===== config.mk =====
export PLATFORM = sky130hd
export DESIGN_NAME = ma_stage
export DESIGN_NICKNAME = d
export VERILOG_FILES = /design/src/ma_instr_pkg.sv /design/src/ma_stage_pkg.sv /design/src/ma_control.sv /design/src/ma_branch_unit.sv /design/src/ma_trap_unit.sv /design/src/ma_pc_unit.sv /design/src/ma_writeback.sv /design/src/ma_stage.sv
export VERILOG_INCLUDE_DIRS = /design/src
export SDC_FILE = /design/constraint.sdc
export NUM_CORES = 1
export LEC_CHECK = 0
export BUFFER_PORTS_ARGS = -buffer_cell sky130_fd_sc_hd__buf_2
export CAP_MARGIN = 5
export CORE_ASPECT_RATIO = 0.8
export CORE_MARGIN = 10
export CORE_UTILIZATION = 56
export DETAILED_ROUTE_END_ITERATION = 10
export GPL_TIMING_DRIVEN = 0
export PLACE_DENSITY = 0.82
export SLEW_MARGIN = 30
export SYNTH_ARGS = -nofsm -noshare
export SYNTH_HDL_FRONTEND = slang
export SYNTH_SLANG_ARGS = --single-unit

===== constraint.sdc =====
create_clock -name clk_i -period 5.05 [get_ports clk_i]
set_clock_uncertainty 0.05 [all_clocks]
set_input_delay 0 -clock clk_i [delete_from_list [all_inputs] [get_ports clk_i]]
set_output_delay 0 -clock clk_i [all_outputs]
set_load 0.01 [all_outputs]

===== src/ma_consts.svh =====
/*
  Widths, reset values and PC steps shared by the MA stage
  The boot and trap vector addresses must be halfword aligned
*/
`ifndef MA_CONSTS_SVH
`define MA_CONSTS_SVH

`define MA_XLEN       32              // Data and address width
`define MA_RADDR_W    5               // Register file address width
`define MA_IMM_W      13              // Branch offset width, bit 0 always zero

`define MA_BOOT_ADDR  32'h0000_0100   // PC after reset
`define MA_MTVEC_RST  32'h0000_0040   // Trap vector after reset

// Sequential PC increments
`define MA_STEP_RVC   32'd2           // Compressed instruction
`define MA_STEP_STD   32'd4           // Full-size instruction

`endif


===== src/ma_instr_pkg.sv =====
/*
  Types for the instruction record handed from EX to MA
  Compare flags come precomputed from EX, MA does no compare of its own
  imm holds the branch offset, val the EX result or jump/load address
*/
`include "ma_consts.svh"

package ma_instr_pkg;

    typedef enum logic [2:0] {
        OP_NONE       = 3'd0,   // Bubble, only the PC moves on
        OP_ALU        = 3'd1,
        OP_LOAD       = 3'd2,
        OP_BRANCH     = 3'd3,
        OP_JUMP       = 3'd4,
        OP_CSRW_MTVEC = 3'd5,   // Write val into mtvec
        OP_ECALL      = 3'd6,
        OP_MRET       = 3'd7
    } ma_op_e;

    typedef enum logic [2:0] {
        BEQ  = 3'd0,
        BNE  = 3'd1,
        BLT  = 3'd4,
        BGE  = 3'd5,
        BLTU = 3'd6,
        BGEU = 3'd7
    } br_cond_e;                // Same coding as funct3

    typedef enum logic [1:0] {
        LD_B = 2'd0,
        LD_H = 2'd1,
        LD_W = 2'd2
    } ld_size_e;

    typedef struct packed {
        logic eq;               // rs1 == rs2
        logic lt;               // Signed less than
        logic ltu;              // Unsigned less than
    } cmp_flags_t;

    typedef struct packed {
        ma_op_e                 op;
        br_cond_e               cond;
        ld_size_e               ld_size;
        logic                   ld_signed;
        logic                   rvc;        // 16-bit instruction
        logic [`MA_RADDR_W-1:0] rd;
        logic [`MA_IMM_W-1:0]   imm;
        cmp_flags_t             flags;
        logic [`MA_XLEN-1:0]    val;
    } exma_t;                   // 63 bits

endpackage


===== src/ma_stage_pkg.sv =====
/*
  Types used inside the MA stage and on its writeback output
  mawb_t.val already carries the decoded load data
*/
`include "ma_consts.svh"

package ma_stage_pkg;

    typedef enum logic [2:0] {
        PC_HOLD   = 3'd0,       // Nothing accepted
        PC_SEQ    = 3'd1,       // PC + 2 or 4
        PC_TARGET = 3'd2,       // Taken branch or jump
        PC_TRAP   = 3'd3,       // mtvec
        PC_MEPC   = 3'd4        // Return from trap
    } pc_sel_e;

    typedef enum logic [1:0] {
        TRAP_NONE = 2'd0,
        TRAP_IRQ  = 2'd1,       // External interrupt taken
        TRAP_EXC  = 2'd2,       // ECALL or load bus error
        TRAP_MRET = 2'd3
    } trap_e;

    typedef struct packed {
        ma_instr_pkg::ld_size_e size;
        logic                   sgn;    // Sign extend
        logic [1:0]             addr;   // Byte offset in the word
    } ld_info_t;

    typedef struct packed {
        logic                   valid;
        logic [`MA_RADDR_W-1:0] rd;
        logic [`MA_XLEN-1:0]    val;
    } mawb_t;                   // 38 bits

endpackage


===== src/ma_control.sv =====
/*
  MA stage control, purely combinational
  An interrupt replaces the accepted instruction, never a load
  Only one instruction is in MA, a load holds it until the LSU answers
*/
module ma_control (
    input  logic                  rst_n_i,
    input  logic                  exma_valid_i,
    input  ma_instr_pkg::exma_t   exma_i,
    input  logic                  lsu_ready_i,
    input  logic                  lsu_err_i,    // Valid with lsu_ready_i
    input  logic                  irq_req_i,    // Already masked by mie
    input  logic                  br_taken_i,
    output logic                  exma_ready_o,
    output logic                  accept_o,
    output ma_stage_pkg::pc_sel_e pc_sel_o,
    output ma_stage_pkg::trap_e   trap_o,
    output logic                  wb_we_o,
    output logic                  toc_valid_o
);

    logic is_load;
    logic ld_wait;
    logic has_rd_write;

    assign is_load = (exma_i.op == ma_instr_pkg::OP_LOAD);

    // Load waits for the LSU, nothing else stalls
    assign ld_wait      = exma_valid_i & is_load & ~lsu_ready_i;
    assign exma_ready_o = rst_n_i & ~ld_wait; // Held low in reset
    assign accept_o     = exma_valid_i & exma_ready_o;

    // Trap kind, interrupt has priority over ECALL
    always_comb begin
        trap_o = ma_stage_pkg::TRAP_NONE;
        if (accept_o) begin
            if (irq_req_i && !is_load) begin
                trap_o = ma_stage_pkg::TRAP_IRQ;
            end else if (exma_i.op == ma_instr_pkg::OP_ECALL) begin
                trap_o = ma_stage_pkg::TRAP_EXC;
            end else if (is_load && lsu_err_i) begin
                trap_o = ma_stage_pkg::TRAP_EXC; // Bus error on load
            end else if (exma_i.op == ma_instr_pkg::OP_MRET) begin
                trap_o = ma_stage_pkg::TRAP_MRET;
            end
        end
    end

    // PC source
    always_comb begin
        pc_sel_o = ma_stage_pkg::PC_HOLD;
        if (accept_o) begin
            case (trap_o)
                ma_stage_pkg::TRAP_IRQ,
                ma_stage_pkg::TRAP_EXC:  pc_sel_o = ma_stage_pkg::PC_TRAP;
                ma_stage_pkg::TRAP_MRET: pc_sel_o = ma_stage_pkg::PC_MEPC;
                default: begin
                    // Not taken branch falls through
                    pc_sel_o = br_taken_i ? ma_stage_pkg::PC_TARGET : ma_stage_pkg::PC_SEQ;
                end
            endcase
        end
    end

    // Redirect upstream on anything but a sequential step
    assign toc_valid_o = (pc_sel_o == ma_stage_pkg::PC_TARGET) |
                         (pc_sel_o == ma_stage_pkg::PC_TRAP)   |
                         (pc_sel_o == ma_stage_pkg::PC_MEPC);

    // Instructions that produce a register result
    assign has_rd_write = (exma_i.op == ma_instr_pkg::OP_ALU)  |
                          (exma_i.op == ma_instr_pkg::OP_LOAD) |
                          (exma_i.op == ma_instr_pkg::OP_JUMP);

    // x0 is never written
    assign wb_we_o = accept_o & (trap_o == ma_stage_pkg::TRAP_NONE) &
                     has_rd_write & (exma_i.rd != '0);

endmodule


===== src/ma_branch_unit.sv =====
/*
  Branch condition evaluation and target address
  Compare flags come from EX, imm bit 0 is ignored as in RISC-V
  Jumps are always taken, their target is val with bit 0 cleared
*/
`include "ma_consts.svh"

module ma_branch_unit (
    input  ma_instr_pkg::exma_t  exma_i,
    input  logic [`MA_XLEN-1:0]  pc_i,
    output logic                 taken_o,
    output logic [`MA_XLEN-1:0]  target_o
);

    logic                cond_true;
    logic [`MA_XLEN-1:0] br_offset;

    // Condition from precomputed flags
    always_comb begin
        case (exma_i.cond)
            ma_instr_pkg::BEQ:  cond_true = exma_i.flags.eq;
            ma_instr_pkg::BNE:  cond_true = ~exma_i.flags.eq;
            ma_instr_pkg::BLT:  cond_true = exma_i.flags.lt;
            ma_instr_pkg::BGE:  cond_true = ~exma_i.flags.lt;
            ma_instr_pkg::BLTU: cond_true = exma_i.flags.ltu;
            ma_instr_pkg::BGEU: cond_true = ~exma_i.flags.ltu;
            default:            cond_true = 1'b0; // Unused codes never branch
        endcase
    end

    always_comb begin
        case (exma_i.op)
            ma_instr_pkg::OP_BRANCH: taken_o = cond_true;
            ma_instr_pkg::OP_JUMP:   taken_o = 1'b1;
            default:                 taken_o = 1'b0;
        endcase
    end

    // Sign-extended offset, keeps the target halfword aligned
    assign br_offset = {{(`MA_XLEN-`MA_IMM_W){exma_i.imm[`MA_IMM_W-1]}},
                        exma_i.imm[`MA_IMM_W-1:1], 1'b0};

    assign target_o = (exma_i.op == ma_instr_pkg::OP_JUMP) ?
                      {exma_i.val[`MA_XLEN-1:1], 1'b0} :  // JALR style
                      pc_i + br_offset;

endmodule


===== src/ma_trap_unit.sv =====
/*
  Minimal machine trap state: mtvec, mepc and the interrupt enable
  A taken trap masks the interrupt until MRET, there is no nesting
  mtvec is always direct mode, low two bits read as zero
*/
`include "ma_consts.svh"

module ma_trap_unit (
    input  logic                 clk_i,
    input  logic                 rst_n_i,
    input  logic                 irq_i,         // External level interrupt
    input  logic                 accept_i,
    input  ma_stage_pkg::trap_e  trap_i,
    input  ma_instr_pkg::exma_t  exma_i,
    input  logic [`MA_XLEN-1:0]  pc_i,          // PC of the instruction in MA
    output logic                 irq_req_o,
    output logic [`MA_XLEN-1:0]  mtvec_o,
    output logic [`MA_XLEN-1:0]  mepc_o
);

    logic [`MA_XLEN-1:0] mtvec_q;
    logic [`MA_XLEN-1:0] mepc_q;
    logic                mie_q;     // Global interrupt enable
    logic                mtvec_we;

    // A write replaced by an interrupt does not land
    assign mtvec_we = accept_i & (exma_i.op == ma_instr_pkg::OP_CSRW_MTVEC) &
                      (trap_i == ma_stage_pkg::TRAP_NONE);

    always_ff @(posedge clk_i) begin
        if (!rst_n_i) begin
            mtvec_q <= `MA_MTVEC_RST;
            mepc_q  <= '0;
            mie_q   <= 1'b1;            // Interrupts start enabled
        end else if (accept_i) begin
            if (mtvec_we) begin
                mtvec_q <= {exma_i.val[`MA_XLEN-1:2], 2'b00};
            end
            case (trap_i)
                ma_stage_pkg::TRAP_IRQ,
                ma_stage_pkg::TRAP_EXC: begin
                    mepc_q <= pc_i;     // Instruction to resume at
                    mie_q  <= 1'b0;
                end
                ma_stage_pkg::TRAP_MRET: begin
                    mie_q  <= 1'b1;
                end
                default: ;
            endcase
        end
    end

    assign irq_req_o = irq_i & mie_q;
    assign mtvec_o   = mtvec_q;
    assign mepc_o    = mepc_q;

endmodule


===== src/ma_pc_unit.sv =====
/*
  Program counter of the instruction currently in MA
  Loads the selected new PC only on an accepted instruction
  new_pc_o doubles as the transfer-of-control address
*/
`include "ma_consts.svh"

module ma_pc_unit (
    input  logic                   clk_i,
    input  logic                   rst_n_i,
    input  logic                   accept_i,
    input  logic                   rvc_i,
    input  ma_stage_pkg::pc_sel_e  pc_sel_i,
    input  logic [`MA_XLEN-1:0]    target_i,
    input  logic [`MA_XLEN-1:0]    mtvec_i,
    input  logic [`MA_XLEN-1:0]    mepc_i,
    output logic [`MA_XLEN-1:0]    pc_o,
    output logic [`MA_XLEN-1:0]    next_pc_o,
    output logic [`MA_XLEN-1:0]    new_pc_o
);

    logic [`MA_XLEN-1:0] pc_q;

    // Sequential address, also the link value of a jump
    assign next_pc_o = pc_q + (rvc_i ? `MA_STEP_RVC : `MA_STEP_STD);

    always_comb begin
        case (pc_sel_i)
            ma_stage_pkg::PC_SEQ:    new_pc_o = next_pc_o;
            ma_stage_pkg::PC_TARGET: new_pc_o = target_i;
            ma_stage_pkg::PC_TRAP:   new_pc_o = mtvec_i;
            ma_stage_pkg::PC_MEPC:   new_pc_o = mepc_i;
            default:                 new_pc_o = pc_q;    // PC_HOLD
        endcase
    end

    always_ff @(posedge clk_i) begin
        if (!rst_n_i) begin
            pc_q <= `MA_BOOT_ADDR;
        end else if (accept_i) begin
            pc_q <= new_pc_o;
        end
    end

    assign pc_o = pc_q;

endmodule


===== src/ma_writeback.sv =====
/*
  MA/WB register and the load data decoder of the WB side
  The LSU returns the whole aligned word, byte lanes are picked here
  Non-load results are stored as word loads so they pass unchanged
*/
`include "ma_consts.svh"

module ma_writeback (
    input  logic                 clk_i,
    input  logic                 rst_n_i,
    input  logic                 we_i,
    input  ma_instr_pkg::exma_t  exma_i,
    input  logic [`MA_XLEN-1:0]  lsu_data_i,
    input  logic [`MA_XLEN-1:0]  next_pc_i,   // Link value for jumps
    output ma_stage_pkg::mawb_t  wb_o
);

    logic [`MA_XLEN-1:0]    wr_val;
    ma_stage_pkg::ld_info_t wr_ldi;
    logic                   valid_q;
    logic [`MA_RADDR_W-1:0] rd_q;
    logic [`MA_XLEN-1:0]    val_q;
    ma_stage_pkg::ld_info_t ldi_q;
    logic [7:0]             ld_byte;
    logic [15:0]            ld_half;
    logic [`MA_XLEN-1:0]    dec_val;

    // Result of the MA stage
    always_comb begin
        case (exma_i.op)
            ma_instr_pkg::OP_LOAD: wr_val = lsu_data_i;
            ma_instr_pkg::OP_JUMP: wr_val = next_pc_i;
            default:               wr_val = exma_i.val;
        endcase
    end

    // Load info, address bits come from the EX address in val
    always_comb begin
        wr_ldi.size = ma_instr_pkg::LD_W;
        wr_ldi.sgn  = 1'b0;
        wr_ldi.addr = 2'b00;
        if (exma_i.op == ma_instr_pkg::OP_LOAD) begin
            wr_ldi.size = exma_i.ld_size;
            wr_ldi.sgn  = exma_i.ld_signed;
            wr_ldi.addr = exma_i.val[1:0];
        end
    end

    always_ff @(posedge clk_i) begin
        if (!rst_n_i) begin
            valid_q <= 1'b0;
        end else begin
            valid_q <= we_i;        // Bubble when nothing is written
        end
    end

    // Payload only moves with a write
    always_ff @(posedge clk_i) begin
        if (we_i) begin
            rd_q  <= exma_i.rd;
            val_q <= wr_val;
            ldi_q <= wr_ldi;
        end
    end

    assign ld_byte = val_q[{ldi_q.addr, 3'b000} +: 8];
    assign ld_half = val_q[{ldi_q.addr[1], 4'b0000} +: 16]; // Misaligned half uses lower lane

    // Sign or zero extension
    always_comb begin
        case (ldi_q.size)
            ma_instr_pkg::LD_B: dec_val = {{(`MA_XLEN-8){ldi_q.sgn & ld_byte[7]}}, ld_byte};
            ma_instr_pkg::LD_H: dec_val = {{(`MA_XLEN-16){ldi_q.sgn & ld_half[15]}}, ld_half};
            default:            dec_val = val_q;
        endcase
    end

    assign wb_o.valid = valid_q;
    assign wb_o.rd    = rd_q;
    assign wb_o.val   = dec_val;

endmodule


===== src/ma_stage.sv =====
/*
  Memory-access stage top, one instruction in MA and one in WB
  exma_i must stay stable while exma_valid_i is high and ready is low
  toc_* is combinational in the accepting cycle, wb_o is registered
*/
`include "ma_consts.svh"

module ma_stage (
    input  logic                 clk_i,
    input  logic                 rst_n_i,
    input  logic                 exma_valid_i,
    input  ma_instr_pkg::exma_t  exma_i,
    output logic                 exma_ready_o,
    input  logic                 lsu_ready_i,
    input  logic [`MA_XLEN-1:0]  lsu_data_i,  // Aligned word
    input  logic                 lsu_err_i,
    input  logic                 irq_i,
    output logic                 toc_valid_o,
    output logic [`MA_XLEN-1:0]  toc_addr_o,
    output logic [`MA_XLEN-1:0]  pc_o,
    output ma_stage_pkg::mawb_t  wb_o
);

    logic                  accept;
    logic                  irq_req;
    logic                  br_taken;
    logic                  wb_we;
    logic [`MA_XLEN-1:0]   br_target;
    logic [`MA_XLEN-1:0]   mtvec;
    logic [`MA_XLEN-1:0]   mepc;
    logic [`MA_XLEN-1:0]   next_pc;
    ma_stage_pkg::pc_sel_e pc_sel;
    ma_stage_pkg::trap_e   trap;

    ma_control u_control (
        .rst_n_i      (rst_n_i),
        .exma_valid_i (exma_valid_i),
        .exma_i       (exma_i),
        .lsu_ready_i  (lsu_ready_i),
        .lsu_err_i    (lsu_err_i),
        .irq_req_i    (irq_req),
        .br_taken_i   (br_taken),
        .exma_ready_o (exma_ready_o),
        .accept_o     (accept),
        .pc_sel_o     (pc_sel),
        .trap_o       (trap),
        .wb_we_o      (wb_we),
        .toc_valid_o  (toc_valid_o)
    );

    ma_branch_unit u_branch (
        .exma_i   (exma_i),
        .pc_i     (pc_o),
        .taken_o  (br_taken),
        .target_o (br_target)
    );

    ma_trap_unit u_trap (
        .clk_i     (clk_i),
        .rst_n_i   (rst_n_i),
        .irq_i     (irq_i),
        .accept_i  (accept),
        .trap_i    (trap),
        .exma_i    (exma_i),
        .pc_i      (pc_o),
        .irq_req_o (irq_req),
        .mtvec_o   (mtvec),
        .mepc_o    (mepc)
    );

    // Redirect address comes straight from the PC mux
    ma_pc_unit u_pc (
        .clk_i     (clk_i),
        .rst_n_i   (rst_n_i),
        .accept_i  (accept),
        .rvc_i     (exma_i.rvc),
        .pc_sel_i  (pc_sel),
        .target_i  (br_target),
        .mtvec_i   (mtvec),
        .mepc_i    (mepc),
        .pc_o      (pc_o),
        .next_pc_o (next_pc),
        .new_pc_o  (toc_addr_o)
    );

    ma_writeback u_writeback (
        .clk_i      (clk_i),
        .rst_n_i    (rst_n_i),
        .we_i       (wb_we),
        .exma_i     (exma_i),
        .lsu_data_i (lsu_data_i),
        .next_pc_i  (next_pc),
        .wb_o       (wb_o)
    );

endmodule


After elaboration in Yosys (flattened, before gate mapping)
Index checks and enable logic that the tools add are counted.
Cells by class
  add/sub/neg operators: 2
  shifts and indexed selects: 2
  bitwise operators: 21
  muxes and demuxes: 16
  reductions and logical operators: 12
  eq/ne operators: 20
Operators with widths (count)
  32-bit case mux with 2 select lines: 2
  32-bit case mux with 4 select lines: 1
  32-bit adder: 2
  32-bit two-way mux: 1
  32-bit by 6-bit indexed part select with 16-bit output: 1
  32-bit by 6-bit indexed part select with 8-bit output: 1
  3-bit equality test, second input constant: 9
  1-bit bitwise AND: 12
  3-bit by 2-bit equality test with 1-bit output, second input constant: 4
  2-bit two-way mux: 6
  3-bit by 1-bit equality test with 1-bit output, second input constant: 3
  3-bit two-way mux: 2
  1-bit case mux with 6 select lines: 1
  3-bit case mux with 2 select lines: 1
  2-bit AND reduction: 3
  1-bit NOT: 5
  5-bit nonzero test: 1
  2-bit by 1-bit equality test with 1-bit output, second input constant: 2
  2-bit equality test, second input constant: 2
  2-bit zero test: 2
  1-bit OR: 4
  1-bit case mux with 2 select lines: 2
  3-bit zero test: 1
  1-bit logical AND: 2
  3 further kinds: 3
Word-level totals
  input bits: 101
  bits in registers: 138
  output and inout port bits: 104

Longest topological paths before layout
Gate-level depths: netlist of the first run.
  depth after elaboration: 14
  mapped depth: 18
  mapped depth without buffers: 15

By module
Synthesis of the first run repeated with hierarchy kept, for this count alone.
Unflattened totals
  cells, all modules: 1401
  area total of the unflattened synthesis: 11252.0 µm²
By module, submodules not included
  ma_pc_unit: cells an instance 522, area an instance 3572.2 µm², times used 1, seq. area each 640.6 µm²
  ma_trap_unit: cells an instance 286, area an instance 2695.1 µm², times used 1, seq. area each 1261.2 µm²
  ma_writeback: cells an instance 224, area an instance 2633.8 µm², times used 1, seq. area each 1281.2 µm²
  ma_branch_unit: cells an instance 336, area an instance 2115.8 µm², times used 1, seq. area each 0.0 µm²
  ma_control: cells an instance 33, area an instance 235.2 µm², times used 1, seq. area each 0.0 µm²

Least setup slack after synthesis of the first run
Ideal clock, no wire load.
  path kind: input -> register
  from: input exma_i[60] in the netlist's numbering
  to: register u_writeback.ldi_q[0] in the netlist's numbering, enable pin
  data required time: 4.559 ns
  setup slack: 1.056 ns
  stages on the path: 10
  data arrival time: 3.503 ns
  setup time: 0.441 ns
  path through: clkbuf_1 > nor3_1 > or2_2 > buf_2 > clkbuf_1 > buf_1 > or2_2 > ha_1 > nand2_1 > nor2_1
Between the ends
  cells in the longest elaborated chain, start to end: 11
  elaborated cells on any way between the ends: 24
  classes of those cells: eq/ne: 5; mux: 5; bitwise: 10; reduce/logical: 4
Ends and longest elaborated chain
  from (decl): line ma_stage.sv:12  | input ma_instr_pkg::exma_t exma_i,
  3-bit by 2-bit equality test with 1-bit output: line ma_control.sv:26, ma_control.sv:72
  1-bit bitwise AND (2 in series): line ma_control.sv:29  | assign ld_wait = exma_valid_i & is_load & ~lsu_ready_i;
  1-bit NOT: line ma_control.sv:30  | assign exma_ready_o = rst_n_i & ~ld_wait;
  1-bit bitwise AND: line ma_control.sv:30
  1-bit bitwise AND: line ma_control.sv:31  | assign accept_o = exma_valid_i & exma_ready_o;
  2-bit two-way mux: line ma_control.sv:36  | if (accept_o) begin
  2-bit zero test: line ma_control.sv:76  | assign wb_we_o = accept_o & (trap_o == ma_stage_pkg::TRAP_NONE) &
  1-bit bitwise AND: line ma_control.sv:76
  1-bit bitwise AND (*): line ma_control.sv:76
  1-bit bitwise AND (*): line ma_control.sv:77  | has_rd_write & (exma_i.rd != '0);
  via u_control.wb_we_o: line ma_control.sv:18  | output logic wb_we_o,
  to (signal assigned): line ma_writeback.sv:62  | ldi_q <= wr_ldi;
  to (decl): line ma_writeback.sv:23  | ma_stage_pkg::ld_info_t ldi_q;
The timed path passes the listed nets; every way through them passes the cells marked *.
A chain may end at the register's enable or synchronous reset.

Worst setup path after layout of the first run
  from: input rst_n_i
  to: output toc_addr_o[21]
Between the ends
  cells in the longest elaborated chain, start to end: 9
  elaborated cells on any way between the ends: 14
  classes of those cells: eq/ne: 7; mux: 4; bitwise: 2; reduce/logical: 1
Ends and longest elaborated chain
  from (decl): line ma_stage.sv:10  | input logic rst_n_i,
  1-bit bitwise AND (*): line ma_control.sv:30
  1-bit bitwise AND (*): line ma_control.sv:31
  2-bit two-way mux: line ma_control.sv:36
  2-bit by 1-bit equality test with 1-bit output or 2-bit equality test (tied branches): line ma_control.sv:53  | case (trap_o)
  2-bit OR reduction: line ma_control.sv:53
  3-bit case mux with 2 select lines: line ma_control.sv:53
  3-bit two-way mux (*): line ma_control.sv:52  | if (accept_o) begin
  3-bit equality test (tied with other cells): line ma_pc_unit.sv:28  | case (pc_sel_i)
  32-bit case mux with 4 select lines (*): line ma_pc_unit.sv:28
  to (decl): line ma_stage.sv:19  | output logic [`MA_XLEN-1:0] toc_addr_o,
Every way passes the cells marked *; elsewhere a longest branch is shown, timed or not.

==> out/results.tsv, run 1 <==
stage	metric	value	unit
cts	cts_tree	built	
synth	synth_area_leaders	dfxtp_1 21%, edfxtp_1 14%, nand2_1 10%	
sta	max_slew_margin	0.310	
sta	drv_slew	0	
cts	htree_levels	4	
synth	synth_top_area_frac	0.207	
cts	ctsLongestPathBuffers	2	
sta	layout_min_cycle_time	5.05	ns
placement	place.gp.congestion	0.986	
sta	timing.hold.ws	0.0769	ns
sta	fmax	198	MHz
cts	cts_sinks	138	
grt	grt_pass1_vias	10305	
floorplan	rows	42	
sta	setup_ws	-0.00138	ns
hold_path	min_path_type	primary input to register	
floorplan	ios	205	
synth	synth_top_area_cell	dfxtp_1	
final_layout	layout-drive-gt1-share	0.194	
floorplan	die_h	135	um
final_layout	seqCellArea	3180	um^2
detailed_routing	drtIter0Drc	1967	
floorplan	die-area	22100	um^2
synth	avgSynthCellArea	7.88	um^2
synth	synth_async_sr_flop_share	0	
setup_path	crit_path_end_kind	output pin	
setup_path	cp_data_required_time	5.00	ns
sta	worst_slew_pin_slew	1.03	ns
sta	hold_viol_final	0	
final_layout	most-common-layout-cells	247 x nand2_1, 214 x buf_2, 129 x a21oi_1	
setup_path	arrival	5.00	ns
outcome	violations	DRC, setup timing	
power	p_sw	0.969	mW
sta	rsz0062_at_grt	false	
synth	synth_edf_count	42	
setup_path	critPathLaunchType	primary input	
synth	synth-main-ff-cell	dfxtp_1	
grt	grt_start_max_net_pins	27	
floorplan	die_w	164	um
grt	antenna_found_initial	3	
power	powerDensity	264	nW/um^2
placement	port_buffers	201	
synth	yosysSeqAreaShare	0.343	
detailed_routing	viasPerCell	6.51	
placement	hpwl	29100	um
detailed_routing	drt-total-wl	39800	um
floorplan	core	16400	um^2
detailed_routing	first_pass_iters	11	
power	peakVddDrop	0.258	mV
synth	syn_area	9280	um^2
setup_path	cp_max_fo	10	
synth	ys_warn_count	0	
synth	synth_seq_cells	138	
synth	synth_fp_nets	1317	
grt	grt_pass1_wl	59300	um
cts	root_buffer	clkbuf_16	
sta	min_period_over_period	1.00	
floorplan	start_util	0.566	
power	power_frac_comb	0.197	
synth	yosysUniqueCellTypes	84	
grt	grt-ovfl-total	0	
final_layout	fin_nets	1611	
cts	clkTransAtPathRegs	0.07	ns
final_layout	layout_commonest_cell	nand2_1	
final_layout	fillers	1321	
synth	syn-instance-count	1178	
final_layout	multi_input_area	5710	um^2
power	p_int	2.18	mW
final_layout	post-route-util	0.729	
sta	setup_viol	1	
detailed_routing	via_count	11112	
sta	setup_tns	-0.00138	ns
power	cellLeakagePower	5.09	nW
grt	grt_usage	0.346	
power	clkPwrFrac	0.420	
power	swShare	0.307	
detailed_routing	ant_nets	0	
outcome	outcome	finished with violations	
setup_path	crit_type	primary input to output pin	
cts	cts_buffers	17	
detailed_routing	wire_per_inst	23.3	um
cts	clock_latency	0.44	ns
run	cap_violations	0	
final_layout	area_delta_synth_final	28.8	%
detailed_routing	drc	6	
power	power_frac_seq	0.383	
==> cell type report <==
| type | count | share of cell area |
|---|---|---|
| Buffer | 76 | 0.0268 |
| Antenna cell | 2 | 0.000419 |
| Multi-Input combinational cell | 942 | 0.478 |
| Inverter | 22 | 0.00691 |
| Sequential cell | 138 | 0.266 |
| Tap cell | 220 | 0.0230 |
| Clock buffer | 19 | 0.0380 |
| Timing Repair Buffer | 275 | 0.148 |
| Clock inverter | 13 | 0.0133 |
==> worst max-delay path, cell delays in order <==
cell and delay [ns]:
clkbuf_1 0.52, nand2_1 0.18, or2_2 0.32, buf_2 0.20
clkbuf_2 0.30, buf_2 0.32, or2_2 0.37, ha_1 0.37
nor2b_1 0.37, nor2b_1 0.22, clkbuf_1 0.48, clkbuf_2 0.47
a221o_1 0.22, a21oi_1 0.04, o21ai_0 0.16, a21oi_1 0.10
nor2_1 0.18, buf_2 0.16
==> metrics by stage <==
stage	setup slack, ns	std cells	instance area [um^2]	power (mW)
after floorplan	1.06	1178	9280	1.54
after global placement	-0.547	1599	10600	1.76
after detailed placement	-0.238	1600	10600	1.77
after CTS	0.150	1705	11900	3.10
after global routing	0.00892	1707	12000	3.23
final	-0.00138	1707	12000	3.15
==> repair_timing <==
action | 4_1_cts | 5_1_grt
resized for setup | 4 | 4
endpoints found under the hold margin | 74 | 0
hold buffers | 73 | 0
endpoints found under the setup margin | 18 | 14
setup buffers | 0 | 0
==> power groups by stage <==
stage	sequential (mW)	clock (mW)	combinational (mW)
4_1_cts	1.20	1.31	0.590
3_5_place_dp	1.23	0	0.542
2_1_floorplan	1.22	0	0.319
3_3_place_gp	1.23	0	0.533
5_1_grt	1.21	1.36	0.660
6_report	1.21	1.33	0.621
==> layer usage <==
layer / routed length, um / GRT usage / part of all wire / up-vias
li1: - / - / - / 4894
met1: 15200 / 0.442 / 0.38 / 5029
met2: 16300 / 0.501 / 0.41 / 954
met3: 5980 / 0.134 / 0.15 / 235
met4: 2450 / 0.167 / 0.061 / 0
met5: 0 / 0 / 0 / -
==> flip-flops by register name, summed over array words and instances (netlist names) <==
| signal | flops |
|---|---|
| u_trap.mtvec_o | 30 |
| u_trap.mepc_o | 32 |
| u_writeback.rd_q | 5 |
| u_writeback.val_q | 32 |
| u_writeback.valid_q | 1 |
| u_trap.mie_q | 1 |
| u_writeback.ldi_q | 5 |
| u_pc.pc_o | 32 |
==> Yosys cell counts, drive strengths merged (23+ instances only) <==
cell type and count:
nand2 247, nor2 64, clkbuf 59, o21ai 101
xnor2 28, dfxtp 96, edfxtp 42, and2 23
xor2 27, a22oi 48, a21oi 130, ha 36
==> path summary, 6_finish.rpt <==
check | from | cells past startpoint | slack, ns | to
max | rst_n_i | 18 | -0.001 | toc_addr_o[21]
max reg2reg | u_pc.pc_o[1] | 12 | 1.34 | u_pc.pc_o[31]
min | exma_i[62] | 4 | 0.08 | u_writeback.valid_q
min reg2reg | u_trap.mepc_o[30] | 2 | 0.41 | u_trap.mepc_o[30]
==> cells by family after synthesis <==
kind of cell,share of synthesized area
AND/OR/NAND/NOR,0.216
AO/OA/AOI/OAI,0.279
flip-flops,0.343
buffers and inverters,0.0426
XOR/XNOR,0.0519
adder cells (fa/ha/maj),0.0529
multiplexers,0.0151
Power figures use the tool's default switching activity.
==> inputs of run 2 (changes only) <==
--- a/config.mk
+++ b/config.mk
@@ -6,11 +6,12 @@
 export SDC_FILE = /design/constraint.sdc
 export NUM_CORES = 1
 export LEC_CHECK = 0
+export ABC_AREA = 1
 export BUFFER_PORTS_ARGS = -buffer_cell sky130_fd_sc_hd__buf_2
 export CAP_MARGIN = 5
 export CORE_ASPECT_RATIO = 0.8
 export CORE_MARGIN = 10
-export CORE_UTILIZATION = 56
+export CORE_UTILIZATION = 57
 export DETAILED_ROUTE_END_ITERATION = 10
 export GPL_TIMING_DRIVEN = 0
 export PLACE_DENSITY = 0.82
==> run 2 against run 1 <==
The flow finishes with violations (DRC). Count of clock-buffer cells in the layout fell by 1. Utilization rose by 1.3 points. Worst setup slack improved by 0.23 ns. Sequential share of layout area fell by 3.0 points. Critical path depth rose by 6. Combinational power rose by 31%. Clock power fell by 5%. Worst hold slack got worse by 0.044 ns. Global-route usage rose by 1.1 points. Register-to-register slack improved by 0.06 ns. Non-clock buffer count rose by 15. Critical endpoint is now toc_addr_o[4]. Sequential power barely moved.
==> out/results.tsv, run 2 <==
stage	metric	value	unit	change
outcome	outcome	finished with violations		
outcome	violations	DRC		
floorplan	die_h	142	um	+5.0%
synth	yosysSeqAreaShare	0.301		-0.0422
placement	port_buffers	202		+0.50%
synth	avgSynthCellArea	6.02	um^2	-24%
floorplan	die-area	24400	um^2	+10%
synth	synth_top_area_frac	0.202		-0.00492
synth	muxShareOfSynthArea	0.00662		-0.00848
detailed_routing	drt-total-wl	45400	um	+14%
cts	clock_latency	0.44	ns	about the same
power	peakVddDrop	0.273	mV	+5.5%
synth	synth-main-ff-cell	dfxtp_1		
hold_path	hold_depth	3		-1
synth	synth_top_family_by_area	simple AND/OR/NAND/NOR gates		
sta	setup_tns	0	ns	+0.00138 ns
synth	yosysUniqueCellTypes	42		-50%
synth	synth_fa_ha_area_frac	0.0464		-0.00651
placement	place_area	11900	um^2	+13%
sta	setup_viol	0		-1
synth	synth_top_area_cell	nand2_1		
setup_path	r2r_slack	1.40	ns	+0.06 ns
cts	clkTransAtPathRegs	0.06	ns	about the same
cts	cts_tree	built		
detailed_routing	first_pass_iters	11		unchanged
floorplan	core	18200	um^2	+11%
synth	synth_seq_cells	138		unchanged
synth	synth_xor_area_frac	0.0240		-0.0279
synth	synth-compound-area-share	0.128		-0.151
synth	ys_warn_count	0		unchanged
setup_path	r2r-end	u_writeback.val_q[27]		
final_layout	area_delta_synth_final	27.4	%	
sta	worst_slew_pin_slew	0.929	ns	-0.0996 ns
grt	antenna_found_initial	0		-3
hold_path	min_from	rst_n_i		
setup_path	crit_type	primary input to output pin		
floorplan	rows	44		+4.8%
cts	cts_resized	0		-4
detailed_routing	viasPerCell	5.80		-11%
detailed_routing	wire_per_inst	19.5	um	-16%
cts	root_buffer	clkbuf_16		
setup_path	cp_max_fo	10		unchanged
cts	ctsLongestPathBuffers	2		unchanged
cts	htree_levels	4		unchanged
setup_path	reg2regPathDepth	10		-2
final_layout	most-common-layout-cells	570 x nand2_1, 252 x inv_1, 245 x nor2_1		
grt	grt_pass1_wl	67800	um	+14%
run	cap_violations	0		unchanged
placement	place.gp.congestion	1.08		+9.1%
final_layout	num_antenna_cells	0		-2
setup_path	crit_path_end_kind	output pin		
synth	syn_area	10600	um^2	+14%
grt	grt_pass1_vias	12353		+20%
setup_path	critPathLaunchType	primary input		
power	powerDensity	245	nW/um^2	-7.0%
detailed_routing	via_count	13453		+21%
setup_path	r2r-start	u_pc.pc_o[1]		
synth	syn-instance-count	1757		+49%
grt	grt_start_max_net_pins	21		-22%
grt	grt_usage	0.357		+0.0114
sta	min_period_over_period	0.955		-0.0450
cts	cts_sinks	138		unchanged
detailed_routing	ant_nets	0		unchanged
detailed_routing	drtIter0Drc	2158		+9.7%
power	cellLeakagePower	6.91	nW	+36%
detailed_routing	drc	1		-5
sta	fmax	207	MHz	+4.7%
sta	drv_slew	0		unchanged
cts	cts_setup_buffers	0		unchanged
grt	grt-ovfl-total	0		unchanged
synth	synth_fp_nets	1896		+44%
floorplan	die_w	172	um	+5.1%
synth	synthSimpleGateAreaFrac	0.374		+0.158
sta	max_slew_margin	0.381		+0.0710
hold_path	hold-path-endpoint	u_trap.mtvec_o[31]		
floorplan	ios	205		unchanged
setup_path	cp_data_required_time	5.00	ns	about the same
final_layout	fin_nets	2217		+38%
cts	holdBufCountCts	97		+33%
synth	yosys.cell_count.top_type	nand2_1		
placement	hpwl	33900	um	+17%
floorplan	start_util	0.582		+0.0165
hold_path	min_path_type	primary input to register		
setup_path	arrival	4.77	ns	-0.23 ns
final_layout	final_area	13500	um^2	+13%
sta	timing.hold.ws	0.0333	ns	-0.0436 ns
final_layout	layout-drive-gt1-share	0.142		-0.0524
synth	yosys-top-cells-count	570 x nand2_1, 252 x inv_1, 246 x nor2_1		
sta	layout_min_cycle_time	4.82	ns	-0.227 ns
synth	synth_async_sr_flop_share	0		unchanged
final_layout	layout_commonest_cell	nand2_1		
synth	synth_edf_count	42		unchanged
synth	synth_area_leaders	nand2_1 20%, dfxtp_1 18%, edfxtp_1 12%		
cts	cts_buffers	17		unchanged
sta	hold_viol_final	0		unchanged
sta	rsz0062_at_grt	false		
## run 2: cell count changes in the layout (fill, tap and decap cells not counted), sizes merged, moves of 24 or more
cell	change
nand2	+326
clkbuf	-27
o211ai	+29
nand3	+82
nor2	+186
a22oi	-46
inv	+237
dlygate4sd3	+24
## run 2: cell type report
type / count / area, um^2
plain buffers: 64 / 288
clock buffers: 18 / 429
clock inverters: 14 / 149
fillers: 1527 / 4690
inverters: 262 / 986
multi-input cells: 1293 / 6140
flip-flops and latches: 138 / 3180
well taps: 230 / 288
repair buffers: 302 / 2020
## run 2: kinds of logic after synthesis
family                     Yosys count
buffers and inverters              326
muxes                                7
and+or+nand+nor                    976
xor gates and xnor gates            29
DFF                                138
AOI/OAI and AO/OA                  243
adders and majority gates           38
## run 2: routing by layer
metal	GRT usage	vias to the layer above	wire length (um)
li1	-	6180	-
met1	0.465	6047	18100
met2	0.540	1013	19100
met3	0.108	213	6190
met4	0.144	0	1980
met5	0	-	0
## run 2: metrics by stage
step | util | cells | setup WS (ns) | power (mW)
after floorplan | - | 1757 | 1.41 | 1.67
after global routing | 0.742 | 2321 | 0.0776 | 3.41
after global placement | 0.654 | 2189 | 0.228 | 1.94
after CTS | 0.742 | 2321 | 0.530 | 3.25
after detailed placement | 0.657 | 2192 | 1.20 | 1.95
final | 0.742 | 2321 | 0.226 | 3.31
## run 2: power breakdown
group,total [mW],switching [mW],internal (mW)
combinational,0.815,0.519,0.297
sequential,1.22,0.0439,1.18
clock,1.27,0.542,0.728
total,3.31,1.10,2.20
## run 2: worst max path at each step
stage                                 end  startpoint
floorplan            u_writeback.ldi_q[0]  exma_i[60]
global placement    u_writeback.val_q[25]  exma_i[60]
detailed placement          toc_addr_o[9]  exma_i[60]
CTS                         toc_addr_o[4]  exma_i[60]
global route                toc_addr_o[4]  exma_i[60]
finish                      toc_addr_o[4]  exma_i[60]
## run 2: worst max-delay path, stage by stage
cell and delay, ns:
dlygate4sd3_1 0.53, buf_2 0.16, inv_2 0.11, nand2_2 0.08, nor2_4 0.27, nand3_2 0.11, nand3_2 0.14, buf_4 0.23
buf_2 0.30, buf_2 0.32, nor2_1 0.14, inv_1 0.10, ha_1 0.31, nor2_1 0.19, nand2_1 0.11, inv_1 0.09
clkbuf_1 0.42, clkbuf_1 0.43, a21oi_1 0.18, o21ai_0 0.13, nand3b_1 0.15, nand2_1 0.08, inv_1 0.06, buf_2 0.12
==> inputs of run 3 (changes only) <==
--- a/config.mk
+++ b/config.mk
@@ -14,6 +14,7 @@
 export CORE_UTILIZATION = 57
 export DETAILED_ROUTE_END_ITERATION = 10
 export GPL_TIMING_DRIVEN = 0
+export HOLD_SLACK_MARGIN = 0.06
 export PLACE_DENSITY = 0.82
 export SLEW_MARGIN = 30
 export SYNTH_ARGS = -nofsm -noshare
==> run 3 against run 2 <==
The run now ends clean. Sequential share of layout area shrank 0.057 points. Worst hold slack gained 0.046 ns. Worst setup slack worse by 0.012 ns. Critical path type unchanged. Highest routed layer unchanged.
==> out/results.tsv, run 3 (synthesis results as in run 2) <==
stage	metric	value	unit	change
detailed_routing	drt-total-wl	45400	um	+0.13%
cts	htree_levels	4		unchanged
hold_path	min_path_type	primary input to register		
setup_path	crit_type	primary input to output pin		
final_layout	seqCellArea	3180	um^2	unchanged
grt	grt_usage	0.357		about the same
setup_path	cp_max_fo	10		unchanged
power	clkPwrFrac	0.383		about the same
final_layout	layout_commonest_cell	nand2_1		
placement	dp_cells	2192		unchanged
setup_path	r2r_slack	1.40	ns	about the same
power	p_sw	1.10	mW	-0.12%
final_layout	multi_input_area	6140	um^2	unchanged
grt	use_met1	0.464		-0.000489
setup_path	cp_data_required_time	5.00	ns	about the same
setup_path	cpLargestDelayFamily	buffers and inverters		
setup_path	crit_top_cell	buf_2		
sta	setup_viol	0		unchanged
final_layout	most-common-layout-cells	570 x nand2_1, 252 x inv_1, 245 x nor2_1		
placement	place_area	11900	um^2	unchanged
final_layout	area_delta_synth_final	27.7	%	
setup_path	reg2regPathDepth	9		-1
final_layout	post-route-util	0.744		+0.00179
sta	setup_tns	0	ns	unchanged
detailed_routing	viasPerCell	5.81		+0.30%
power	peakVddDrop	0.274	mV	+0.54%
power	p_int	2.21	mW	about the same
hold_path	hold-path-endpoint	u_writeback.val_q[8]		
detailed_routing	ant_nets	0		unchanged
run	cap_violations	0		unchanged
cts	cts_tree	built		
final_layout	fillers	1518		-0.59%
power	power_frac_comb	0.247		about the same
power	p_total	3.31	mW	about the same
detailed_routing	drc	0		-1
power	swShare	0.333		-0.000450
grt	grt_start_max_net_pins	21		unchanged
grt	antenna_found_initial	1		+1
outcome	outcome	finished, final reports clean		
placement	place.gp.congestion	1.08		unchanged
sta	min_period_over_period	0.958		+0.00243
sta	worst_slew_pin_slew	0.909	ns	-0.0196 ns
sta	hold_viol_final	0		unchanged
setup_path	cp_slowest_cell	dlygate4sd3_1		
floorplan	die_w	172	um	unchanged
sta	fmax	207	MHz	-0.25%
placement	hpwl	33900	um	unchanged
setup_path	r2r-start	u_pc.pc_o[1]		
hold_path	hold_depth	4		+1
setup_path	r2r-end	u_writeback.val_q[11]		
setup_path	cp_cell_sequence	dlygate4sd3_1 > buf_2 > inv_2 > nand2_2 > nor2_4 > nand3_2 > nand3_2 > buf_4 > buf_2 > buf_2 > nor2_1 > inv_1 > ha_1 > nor2_1 > nand2_1 > inv_1 > clkbuf_1 > clkbuf_1 > a21oi_1 > o21ai_0 > nand3b_1 > nand2_1 > inv_1 > buf_2		
setup_path	arrival	4.79	ns	+0.02 ns
detailed_routing	via_count	13516		+0.47%
cts	clock_latency	0.43	ns	about the same
setup_path	max_stage_delay	0.53	ns	about the same
grt	grt_use_met3	0.108		-0.000277
floorplan	ios	205		unchanged
cts	root_buffer	clkbuf_16		
sta	drv_slew	0		unchanged
setup_path	cp_num_buf_inv	12		unchanged
setup_path	critPathLaunchType	primary input		
floorplan	die-area	24400	um^2	unchanged
final_layout	layout-drive-gt1-share	0.141		-0.000203
setup_path	startpoint	exma_i[60]		
power	powerDensity	245	nW/um^2	-0.23%
power	power_frac_seq	0.370		about the same
grt	grt_pass1_wl	67800	um	about the same
cts	cts_sinks	138		unchanged
final_layout	final_cell_count_no_fill	2325		+0.17%
floorplan	rows	44		unchanged
cts	clkTransAtPathRegs	0.07	ns	about the same
detailed_routing	first_pass_iters	7		-4
detailed_routing	wire_per_inst	19.5	um	about the same
sta	max_slew_margin	0.394		+0.0131
power	cellLeakagePower	6.92	nW	+0.15%
final_layout	final_area	13500	um^2	+0.24%
cts	cts_buffers	17		unchanged
grt	busiest_layer	met2		
placement	port_buffers	202		unchanged
grt	met2_usage	0.541		+0.00143
grt	grt-ovfl-total	0		unchanged
sta	rsz0062_at_grt	false		
floorplan	start_util	0.582		unchanged
detailed_routing	drtIter0Drc	2294		+6.3%
floorplan	die_h	142	um	unchanged
grt	grt_pass1_vias	12376		+0.19%
hold_path	min_from	exma_i[62]		
floorplan	core	18200	um^2	unchanged
final_layout	fin_nets	2220		+0.14%
sta	layout_min_cycle_time	4.84	ns	+0.0123 ns
cts	cts_setup_buffers	0		unchanged
setup_path	crit_path_end_kind	output pin		
cts	ctsLongestPathBuffers	2		unchanged
run 3: changes by cell type in the layout (fill, tap and decap cells not counted), sizes merged:
cell and delta:
diode +1, dlygate4sd3 +3
run 3: per-stage QoR:
stage / worst slack (ns) / hold slack, ns
after global routing: 0.0806 / 0.108
after detailed placement: 1.20 / 0.146
after floorplan: 1.41 / 0.0489
final: 0.214 / 0.0794
after global placement: 0.228 / 0.143
after CTS: 0.530 / 0.0633
run 3: cell type report:
cell class	instances	area share
Tap cell	230	0.0213
Clock buffer	18	0.0318
Buffer	64	0.0213
Antenna cell	1	0.000185
Multi-Input combinational cell	1293	0.455
Timing Repair Buffer	305	0.151
Inverter	262	0.0730
Clock inverter	14	0.0110
Sequential cell	138	0.236
run 3: worst max-delay path by stage:
stage / cells past startpoint / endpoint / slack, ns
CTS: 24 / toc_addr_o[4] / 0.53
floorplan: 13 / u_writeback.ldi_q[0] / 1.41
finish: 24 / toc_addr_o[4] / 0.21
detailed placement: 23 / toc_addr_o[9] / 1.20
global placement: 14 / u_writeback.val_q[25] / 0.23
global route: 24 / toc_addr_o[4] / 0.08
run 3: per-layer routing:
metal / vias up / wire length, um
li1: 6187 / -
met1: 6052 / 17800
met2: 1071 / 19200
met3: 206 / 6480
met4: 0 / 1930
met5: - / 0
run 3: power by group through the flow:
stage	Clock, mW	Sequential [mW]	Combinational, mW
CTS	1.25	1.22	0.785
floorplan	0	1.24	0.431
global placement	0	1.24	0.699
global route	1.30	1.22	0.886
detailed placement	0	1.24	0.710
finish	1.27	1.22	0.818
run 3: timing repair:
item                      CTS  global route
gates resized for setup     0             0
hold buffers              100             0
hold endpoints to repair   81             0
run 3: tightest hold or removal path, cell delays in order:
cell and delay (ns):
buf_2 0.13, nor2_4 0.09, nand2_1 0.06, o221ai_1 0.09
